===== config.mk =====
export PLATFORM = sky130hd
export DESIGN_NAME = routerSwitch
export DESIGN_NICKNAME = d
export VERILOG_FILES = /design/src/rtl/routerPkg.sv /design/src/rtl/holdTimer.sv /design/src/rtl/switchArbiter.sv /design/src/rtl/grantMux.sv /design/src/rtl/routerSwitch.sv
export VERILOG_INCLUDE_DIRS = /design/src /design/src/rtl
export SDC_FILE = /design/constraint.sdc
export NUM_CORES = 1
export LEC_CHECK = 0
export ABC_AREA = 1
export BUFFER_PORTS_ARGS = -buffer_cell sky130_fd_sc_hd__buf_2
export CAP_MARGIN = 20
export CORE_ASPECT_RATIO = 0.9
export CORE_MARGIN = 4
export CORE_UTILIZATION = 58
export CTS_CLUSTER_DIAMETER = 120
export DETAILED_ROUTE_END_ITERATION = 12
export PLACE_DENSITY = 0.86
export SYNTH_ARGS = -nofsm -noshare
export SYNTH_HDL_FRONTEND = slang
export SYNTH_SLANG_ARGS = --single-unit

===== constraint.sdc =====
create_clock -name clk -period 5 [get_ports clk]
set_clock_uncertainty 0.1 [all_clocks]
set_input_delay 0.25 -clock clk [delete_from_list [all_inputs] [get_ports clk]]
set_output_delay 0.25 -clock clk [all_outputs]
set_load 0.01 [all_outputs]

===== src/rtl/router_defines.svh =====
`ifndef ROUTER_DEFINES_SVH
`define ROUTER_DEFINES_SVH

// ports of the mesh router.
// order is Local, North, East, West, South.
`define NUM_PORTS 5

// flit field widths.
`define FLIT_ID_W 3
`define LEN_W 12
`define PAYLOAD_W 16

// flit id of a head flit.
// the length field is only meaningful on a head flit.
`define HEAD_ID 1

// one extra state bit for idle.
`define ARB_STATE_W (`NUM_PORTS + 1)

`endif


===== src/rtl/routerPkg.sv =====
`default_nettype none

`include "router_defines.svh"

package routerPkg;

  typedef logic [`FLIT_ID_W-1:0] flitId_t;

  // packet length, also the hold limit of a grant.
  typedef logic [`LEN_W-1:0] pktLen_t;

  typedef logic [`PAYLOAD_W-1:0] payload_t;

  // bit 0 is Local, then North, East, West and South.
  typedef logic [`NUM_PORTS-1:0] portVec_t;

  typedef struct packed {
    flitId_t  flitId;
    pktLen_t  length;
    payload_t payload;
  } flit_t;

  // one flit per input port, indexed by port.
  typedef flit_t [`NUM_PORTS-1:0] flitArray_t;

  // one-hot arbiter state.
  // bit 0 is idle, bit p+1 grants port p.
  typedef enum logic [`ARB_STATE_W-1:0] {
    ST_IDLE = 6'b000001,
    ST_L    = 6'b000010,
    ST_N    = 6'b000100,
    ST_E    = 6'b001000,
    ST_W    = 6'b010000,
    ST_S    = 6'b100000
  } arbState_t;

endpackage : routerPkg

`default_nettype wire


===== src/rtl/holdTimer.sv =====
`default_nettype none

`include "router_defines.svh"

module holdTimer
(
  input  wire logic               clk,
  input  wire logic               rst,
  input  wire routerPkg::flitId_t flitId,
  input  wire routerPkg::pktLen_t length,
  input  wire logic               run,
  output logic                    timesUp
);

  import routerPkg::*;

  pktLen_t holdLen;
  pktLen_t holdCount;
  logic    isHead;

  assign isHead = (flitId == flitId_t'(`HEAD_ID));

  // head flit sets the limit, granted or not.
  always_ff @(posedge clk)
  begin
    if (rst)
    begin
      holdLen <= '0;
    end
    else if (isHead)
    begin
      holdLen <= length;
    end
  end

  // counts granted cycles, clears as soon as the port leaves.
  always_ff @(posedge clk)
  begin
    if (rst)
    begin
      holdCount <= '0;
    end
    else if (run)
    begin
      holdCount <= holdCount + pktLen_t'(1);
    end
    else
    begin
      holdCount <= '0;
    end
  end

  assign timesUp = (holdCount == holdLen);

endmodule : holdTimer

`default_nettype wire


===== src/rtl/switchArbiter.sv =====
`default_nettype none

`include "router_defines.svh"

module switchArbiter
(
  input  wire logic                  clk,
  input  wire logic                  rst,
  input  wire routerPkg::flitArray_t inFlits,
  input  wire routerPkg::portVec_t   req,
  output routerPkg::portVec_t        grant
);

  import routerPkg::*;

  // port positions in request and grant vectors.
  localparam int unsigned portL = 0;
  localparam int unsigned portN = 1;
  localparam int unsigned portE = 2;
  localparam int unsigned portW = 3;
  localparam int unsigned portS = 4;

  arbState_t state;
  arbState_t nextState;
  portVec_t  run;
  portVec_t  timesUp;

  // first requester after port cur, in circular order.
  // cur itself is checked last.
  function automatic arbState_t pickAfter
  (
    input portVec_t    reqs,
    input int unsigned cur
  );
    arbState_t   pick;
    logic        found;
    int unsigned idx;
    pick  = ST_IDLE;
    found = 1'b0;
    for (int unsigned k = 1; k <= `NUM_PORTS; k++)
    begin
      idx = (cur + k) % `NUM_PORTS;
      if (!found && reqs[idx])
      begin
        pick  = arbState_t'(6'b000010 << idx);
        found = 1'b1;
      end
    end
    return pick;
  endfunction

  for (genvar p = 0; p < `NUM_PORTS; p++)
  begin : genTimer
    holdTimer holdTimer_inst
    (
      .clk     (clk),
      .rst     (rst),
      .flitId  (inFlits[p].flitId),
      .length  (inFlits[p].length),
      .run     (run[p]),
      .timesUp (timesUp[p])
    );
  end

  always_ff @(posedge clk)
  begin
    if (rst)
    begin
      state <= ST_IDLE;
    end
    else
    begin
      state <= nextState;
    end
  end

  always_comb
  begin
    run       = '0;
    nextState = ST_IDLE;
    case (state)
      // from idle, Local has the highest priority.
      ST_IDLE:
      begin
        nextState = pickAfter(req, portS);
      end
      ST_L:
      begin
        if (req[portL] && !timesUp[portL])
        begin
          run[portL] = 1'b1;
          nextState  = ST_L;
        end
        else
        begin
          nextState = pickAfter(req, portL);
        end
      end
      ST_N:
      begin
        if (req[portN] && !timesUp[portN])
        begin
          run[portN] = 1'b1;
          nextState  = ST_N;
        end
        else
        begin
          nextState = pickAfter(req, portN);
        end
      end
      ST_E:
      begin
        if (req[portE] && !timesUp[portE])
        begin
          run[portE] = 1'b1;
          nextState  = ST_E;
        end
        else
        begin
          nextState = pickAfter(req, portE);
        end
      end
      ST_W:
      begin
        if (req[portW] && !timesUp[portW])
        begin
          run[portW] = 1'b1;
          nextState  = ST_W;
        end
        else
        begin
          nextState = pickAfter(req, portW);
        end
      end
      ST_S:
      begin
        if (req[portS] && !timesUp[portS])
        begin
          run[portS] = 1'b1;
          nextState  = ST_S;
        end
        else
        begin
          nextState = pickAfter(req, portS);
        end
      end
      default:
      begin
        nextState = ST_IDLE;
      end
    endcase
  end

  // state without the idle bit, so one-hot or zero.
  assign grant = state[`NUM_PORTS:1];

endmodule : switchArbiter

`default_nettype wire


===== src/rtl/grantMux.sv =====
`default_nettype none

`include "router_defines.svh"

module grantMux
(
  input  wire logic                  clk,
  input  wire logic                  rst,
  input  wire routerPkg::flitArray_t inFlits,
  input  wire routerPkg::portVec_t   grant,
  output routerPkg::flit_t           outFlit,
  output logic                       outValid
);

  import routerPkg::*;

  flit_t selFlit;
  logic  anyGrant;

  assign anyGrant = |grant;

  // and-or select, grant is one-hot.
  always_comb
  begin
    selFlit = '0;
    for (int p = 0; p < `NUM_PORTS; p++)
    begin
      if (grant[p])
      begin
        selFlit = selFlit | inFlits[p];
      end
    end
  end

  // last forwarded flit stays when nobody is granted.
  always_ff @(posedge clk)
  begin
    if (anyGrant)
    begin
      outFlit <= selFlit;
    end
  end

  always_ff @(posedge clk)
  begin
    if (rst)
    begin
      outValid <= 1'b0;
    end
    else
    begin
      outValid <= anyGrant;
    end
  end

endmodule : grantMux

`default_nettype wire


===== src/rtl/routerSwitch.sv =====
`default_nettype none

module routerSwitch
(
  input  wire logic                  clk,
  input  wire logic                  rst,
  input  wire routerPkg::flitArray_t inFlits,
  input  wire routerPkg::portVec_t   req,
  output routerPkg::portVec_t        grant,
  output routerPkg::flit_t           outFlit,
  output logic                       outValid
);

  import routerPkg::*;

  portVec_t arbGrant;

  // grant follows the request edge by one cycle.
  switchArbiter switchArbiter_inst
  (
    .clk     (clk),
    .rst     (rst),
    .inFlits (inFlits),
    .req     (req),
    .grant   (arbGrant)
  );

  // output flit lags the grant by one more cycle.
  grantMux grantMux_inst
  (
    .clk      (clk),
    .rst      (rst),
    .inFlits  (inFlits),
    .grant    (arbGrant),
    .outFlit  (outFlit),
    .outValid (outValid)
  );

  assign grant = arbGrant;

endmodule : routerSwitch

`default_nettype wire


==> impl_metrics.ini, run 1 <==
[status]
status = completed

[global_routing]
grt_pass1_wl_um = 36080
antenna_found_initial = 1
gr-usage-all-layers = 0.2870
grt_pass1_vias = 7607
grt_max_degree = 36
overflow = 0

[worst_setup_path]
crit_path_end_kind = register
cp_num_buf_inv = 3
cp.required_ns = 5.27
crit_top_cell = inv_1
crit_family = simple AND/OR/NAND/NOR gates
rr_worst_depth = 7
critical_path_arrival_ns = 2.63
r2r_setup_slack_ns = 2.63
worstPathCellList = buf_4 > inv_1 > nor3_4 > nand4_1 > inv_1 > o21ai_0 > a21oi_1
worstReg2RegStart = switchArbiter_inst.state[4]
slowest_delay_ns = 0.54
crit_path_start_kind = register
cp_num_cells = 7
critical_path.max_fanout = 32
critPathSlowestCell = nand4_1
crit_type = reg2reg

[clocking]
ctsResizeCount = 0
cts_buffers = 17
htree_levels = 4
cts_buffer_depth = 2
holdBufCountCts = 12
clockRootBuffer = clkbuf_16
cts.sinks = 158
post-cts-setup-buffers = 0
tritoncts = yes
path_clk_slew_ns = 0.06
clk_latency_ns = 0.44

[sta]
tns_ns = 0
worst_pin_slew_ns = 0.8485
fin_crit_sh = 0.4737
fmax_ghz = 0.4222
setup_viol = 0
hold_viol = 0
max_slew_margin = 0.4337
period_needed_ns = 2.368
maxSlewViolCount = 0
grt_setup_unrepaired = false

[placed_design]
place_congestion = 0.9343
dp_hpwl_um = 16860
port_buffers = 198
placed_cell_area_um2 = 9075

[synth]
yosysTopAreaCellShare = 0.3172
syn_nets = 1264
synth_flop_cell = dfxtp_1
syn_area_per_cell_um2 = 7.308
ys_top_cells_by_area = dfxtp_1, nand2_1, edfxtp_1
synth-seq-cells = 158
ys_warn_count = 0
syn_inst = 1097
ys_types = 38
ys_seq_area_frac = 0.4333
synthArstFlopShare = 0
synth-edff-count = 31
netlist_area_um2 = 8016
synth_top_area_cell = dfxtp_1

[route]
vias = 7937
met3_length_um = 1810
met2_length_um = 10820
drc_errors = 0
wl_met1_um = 8928
highest_layer = met4
drt-total-wl_um = 22570
first_pass_iters = 5
viasPerCell = 5.403
first_iter_violations = 588
ant_nets = 0
routedWlPerCell_um = 15.37

[die]
die-area_um2 = 15770
io_pins = 199
die_y_um = 119.5
die_w_um = 131.9
rows = 40
initial_core_util = 0.5954
coreArea_um2 = 13460

[finish]
multi_input_area_um2 = 3780
drive_gt1_frac = 0.1954
seq_area_um2 = 3473
stdcell_area_um2 = 9838
syn_to_final_growth_pct = 22.73
n_fill_cell = 1067
final_nets = 1454

[hold_path]
worstHoldEndpoint = grantMux_inst.outFlit[8]
hp-class = in2reg
hold_path_depth = 3
min_from = inFlits[132]

[run]
maxCapViolCount = 0

[power_and_ir_drop]
p_per_area_nw_per_um2 = 330.4
ir_drop_uv = 291.7
leakage_nw = 4.282
[worst max path at each step]
stage / from / slack (ns) / to
finish: switchArbiter_inst.state[4] / 2.63 / register
global route: switchArbiter_inst.state[4] / 2.41 / register
CTS: switchArbiter_inst.state[1] / 2.31 / register
detailed placement: switchArbiter_inst.state[1] / 2.37 / grantMux_inst.outFlit[1]
global placement: rst / 2.39 / register
floorplan: switchArbiter_inst.state[2] / 3.03 / grantMux_inst.outFlit[0]
[metrics by stage]
step	power [W]	hold slack, ns	utilization	std cells	worst slack (ns)
floorplan	0.001696	0.2191	-	1097	3.025
global placement	0.001882	0.3462	0.6720	1422	2.387
detailed placement	0.001893	0.3503	0.6741	1423	2.372
CTS	0.003241	0.0005107	0.7285	1467	2.309
global route	0.003363	0.01772	0.7308	1469	2.407
finish	0.003251	0.007026	0.7308	1469	2.632
[state kept, by name (all words and copies together), names as in the netlist]
register,count
switchArbiter_inst.state,6
grantMux_inst.outFlit,31
grantMux_inst.outValid,1
switchArbiter_inst.genTimer.holdTimer_inst.holdLen,60
switchArbiter_inst.genTimer.holdTimer_inst.holdCount,60
[metal layers]
layer	vias up	GRT usage
met5	-	0
met4	0	0.1680
met3	72	0.07125
met2	362	0.4846
met1	3554	0.3318
li1	3949	-
[area by class of cell]
cell class              instances  share of cell area
diodes                          1           0.0002544
clock buffers                  19             0.04502
clock inverters                13             0.01730
inverters                     148             0.05647
multi-input cells             745              0.3842
flip-flops and latches        158              0.3530
well taps                     168             0.02137
repair buffers                217              0.1223
[report_power, final]
part           switching, W  total (W)  internal [W]
Sequential        0.0000374    0.00143       0.00139
Combinational      0.000276   0.000461      0.000185
Clock              0.000519    0.00136      0.000840
Total              0.000833    0.00325       0.00242
[worst reg2reg max path, delay by kind of cell, from the launching register on]
| kind | cells | cell delay (ns) |
|---|---|---|
| compound gates | 2 | 0.25 |
| buf+inv | 3 | 0.78 |
| simple gates | 2 | 0.86 |
| flops | 1 | 0.31 |
[kinds of logic (layout without fill, tap and decap cells)]
| group | Yosys count | in the layout | synth area share |
|---|---|---|---|
| xor+xnor | 49 | 49 | 0.05353 |
| fa+ha+maj | 5 | 5 | 0.007804 |
| buf+inv | 194 | 397 | 0.09583 |
| flops | 158 | 158 | 0.4333 |
| other cells | 0 | 1 | 0 |
| simple gates | 474 | 474 | 0.2578 |
| compound gates | 217 | 217 | 0.1517 |
[cells in the final DEF (no fill, tap or decap), drive strengths merged, types with 31 or more instances in the layout]
| cell type | netlist | layout |
|---|---|---|
| inv | 148 | 148 |
| nand2 | 257 | 257 |
| dfxtp | 127 | 127 |
| o21ai | 68 | 68 |
| a21oi | 110 | 110 |
| buf | 15 | 205 |
| edfxtp | 31 | 31 |
| nor2 | 97 | 97 |
| nand3 | 68 | 68 |
| xnor2 | 32 | 32 |
[cell usage after synthesis (all sizes together) (3+ instances only)]
cell and count:
dfxtp 127, nand4 15, nand3 68, nor3b 8, inv 148, edfxtp 31, nor3 22, buf 15
nor2 97, a31oi 3, xnor2 32, a21oi 110, clkbuf 31, ha 5, a22o 29, nand2 257
xor2 17, o21ai 68
No activity file was read; power rests on OpenSTA's default activity.
==> run 2, diff against run 1 <==
--- a/config.mk
+++ b/config.mk
@@ -11,10 +11,10 @@
 export CAP_MARGIN = 20
 export CORE_ASPECT_RATIO = 0.9
 export CORE_MARGIN = 4
-export CORE_UTILIZATION = 58
+export CORE_UTILIZATION = 54
 export CTS_CLUSTER_DIAMETER = 120
 export DETAILED_ROUTE_END_ITERATION = 12
-export PLACE_DENSITY = 0.86
+export PLACE_DENSITY = 0.81
 export SYNTH_ARGS = -nofsm -noshare
 export SYNTH_HDL_FRONTEND = slang
 export SYNTH_SLANG_ARGS = --single-unit
==> constraint.sdc (replaced) <==
create_clock -name clk -period 2.2 [get_ports clk]
set_clock_uncertainty 0.1 [all_clocks]
set_input_delay 0.11 -clock clk [delete_from_list [all_inputs] [get_ports clk]]
set_output_delay 0.11 -clock clk [all_outputs]
set_load 0.01 [all_outputs]
==> impl_metrics.ini, run 2 (synthesis results as in run 1) <==
[global_routing]
grt_pass1_vias = 8416
overflow = 0
grt_max_degree = 39
gr-usage-all-layers = 0.3124
antenna_found_initial = 0
grt_pass1_wl_um = 40760

[clocking]
cts.sinks = 158
tritoncts = yes
post-cts-setup-buffers = 0
path_clk_slew_ns = 0.06
cts_buffers = 17
clockRootBuffer = clkbuf_16
cts_buffer_depth = 2
htree_levels = 4
clk_latency_ns = 0.43

[sta]
hold_viol = 0
maxSlewViolCount = 0
period_needed_ns = 2.219
tns_ns = -0.01946
grt_setup_unrepaired = false
max_slew_margin = 0.6800
fmax_ghz = 0.4506
setup_viol = 1
worst_slack_ns = -0.01946
fin_crit_sh = 1.009
worst_pin_slew_ns = 0.4756

[finish]
final_cells = 1618
stdcell_area_um2 = 11010
layout_commonest_cell = nand2_1
final_nets = 1579
drive_gt1_frac = 0.1917
multi_input_area_um2 = 3814
n_fill_cell = 954
seq_area_um2 = 3473
mostFrequentLayoutCells = nand2_1, buf_2, inv_1
reg_top3 = switchArbiter_inst.genTimer.holdTimer_inst.holdCount (60), switchArbiter_inst.genTimer.holdTimer_inst.holdLen (60), grantMux_inst.outFlit (31)
syn_to_final_growth_pct = 37.33

[worst_setup_path]
cp.required_ns = 2.28
crit_type = reg2reg
crit_path_start_kind = register
critical_path_arrival_ns = 2.30
crit_path_end_kind = register
critical_path.max_fanout = 14

[power_and_ir_drop]
pwr-share-clk = 0.379
p_per_area_nw_per_um2 = 667.6
p_sw_w = 0.001948
p_sw_frac = 0.2650
leakage_nw = 4.809
combPwrFrac = 0.179
ir_drop_uv = 593.7
seq_power_share = 0.442
p_int_w = 0.005402

[route]
ant_nets = 0
routedWlPerCell_um = 16.44
vias = 8709
first_iter_violations = 867
drc_errors = 0
drt-total-wl_um = 26600
first_pass_iters = 6
viasPerCell = 5.383

[placed_design]
place_congestion = 0.9709
port_buffers = 198
placed_cells = 1464
placed_cell_area_um2 = 9206
dp_hpwl_um = 17170
pre_cts_ws_ns = 0.3261

[status]
violations = setup timing
status = finished with violations

[hold_path]
hp-class = in2reg

[die]
coreArea_um2 = 14260
die-area_um2 = 16860
die_y_um = 123.6
rows = 41
initial_core_util = 0.5621
die_w_um = 136.4
io_pins = 199

[run]
maxCapViolCount = 0
run 2: changes by cell type in the layout (fill, tap and decap cells not counted), moves of 3 or more:
| cell | change |
|---|---|
| a21oi_1 | -7 |
| buf_4 | +17 |
| clkbuf_1 | +4 |
| clkinvlp_4 | -3 |
| a21oi_2 | +6 |
| bufinv_16 | -3 |
| dlygate4sd3_1 | +110 |
run 2: critical path, stage by stage, from the launching register on:
cell	delay, ns
dfxtp_1	0.42
buf_4	0.25
a22o_1	0.21
a21oi_1	0.26
nand3_1	0.14
dlygate4sd3_1	0.58
run 2: worst paths after layout:
check | startpoint | end | slack, ns | cells after the start
max | switchArbiter_inst.state[2] | grantMux_inst.outFlit[19] | -0.02 | 5
min | req[1] | switchArbiter_inst.state[2] | 0.02 | 5
max reg2reg | switchArbiter_inst.state[2] | grantMux_inst.outFlit[19] | -0.02 | 5
min reg2reg | register | register | 0.36 | 2
run 2: power groups by stage:
stage                     logic [W]  clock network (W)  registers, W
after floorplan            0.000509                  0       0.00335
final                       0.00131            0.00279       0.00325
after global placement      0.00101                  0       0.00330
after detailed placement    0.00102                  0       0.00330
after CTS                   0.00124            0.00279       0.00324
after global routing        0.00142            0.00291       0.00326
run 2: layout make-up:
| class | instances | share of cell area |
|---|---|---|
| Antenna cell | 1 | 0.0002273 |
| Clock buffer | 25 | 0.04410 |
| Clock inverter | 6 | 0.005455 |
| Inverter | 148 | 0.05046 |
| Multi-Input combinational cell | 745 | 0.3464 |
| Sequential cell | 158 | 0.3155 |
| Tap cell | 193 | 0.02193 |
| Timing Repair Buffer | 342 | 0.2159 |
run 2: what timing repair did:
| action | in CTS | in global routing |
|---|---|---|
| hold endpoints to repair | 98 | 0 |
| hold buffers | 122 | 0 |
| resized for setup | 0 | 8 |
| setup endpoints to repair | 0 | 7 |
run 2: metrics by stage:
stage	hold slack [ns]	util	total power (W)
global placement	0.2940	0.6456	0.004308
finish	0.02359	0.7720	0.007350
floorplan	0.07907	-	0.003854
detailed placement	0.3024	0.6456	0.004321
CTS	0.01224	0.7694	0.007278
global route	0.05126	0.7718	0.007588
run 2: metal layers:
metal	track usage	wire [um]	vias up
li1	-	-	4187
met1	0.3568	10060	3880
met2	0.5213	12460	516
met3	0.09249	2458	126
met4	0.1851	1617	0
met5	0	0	-
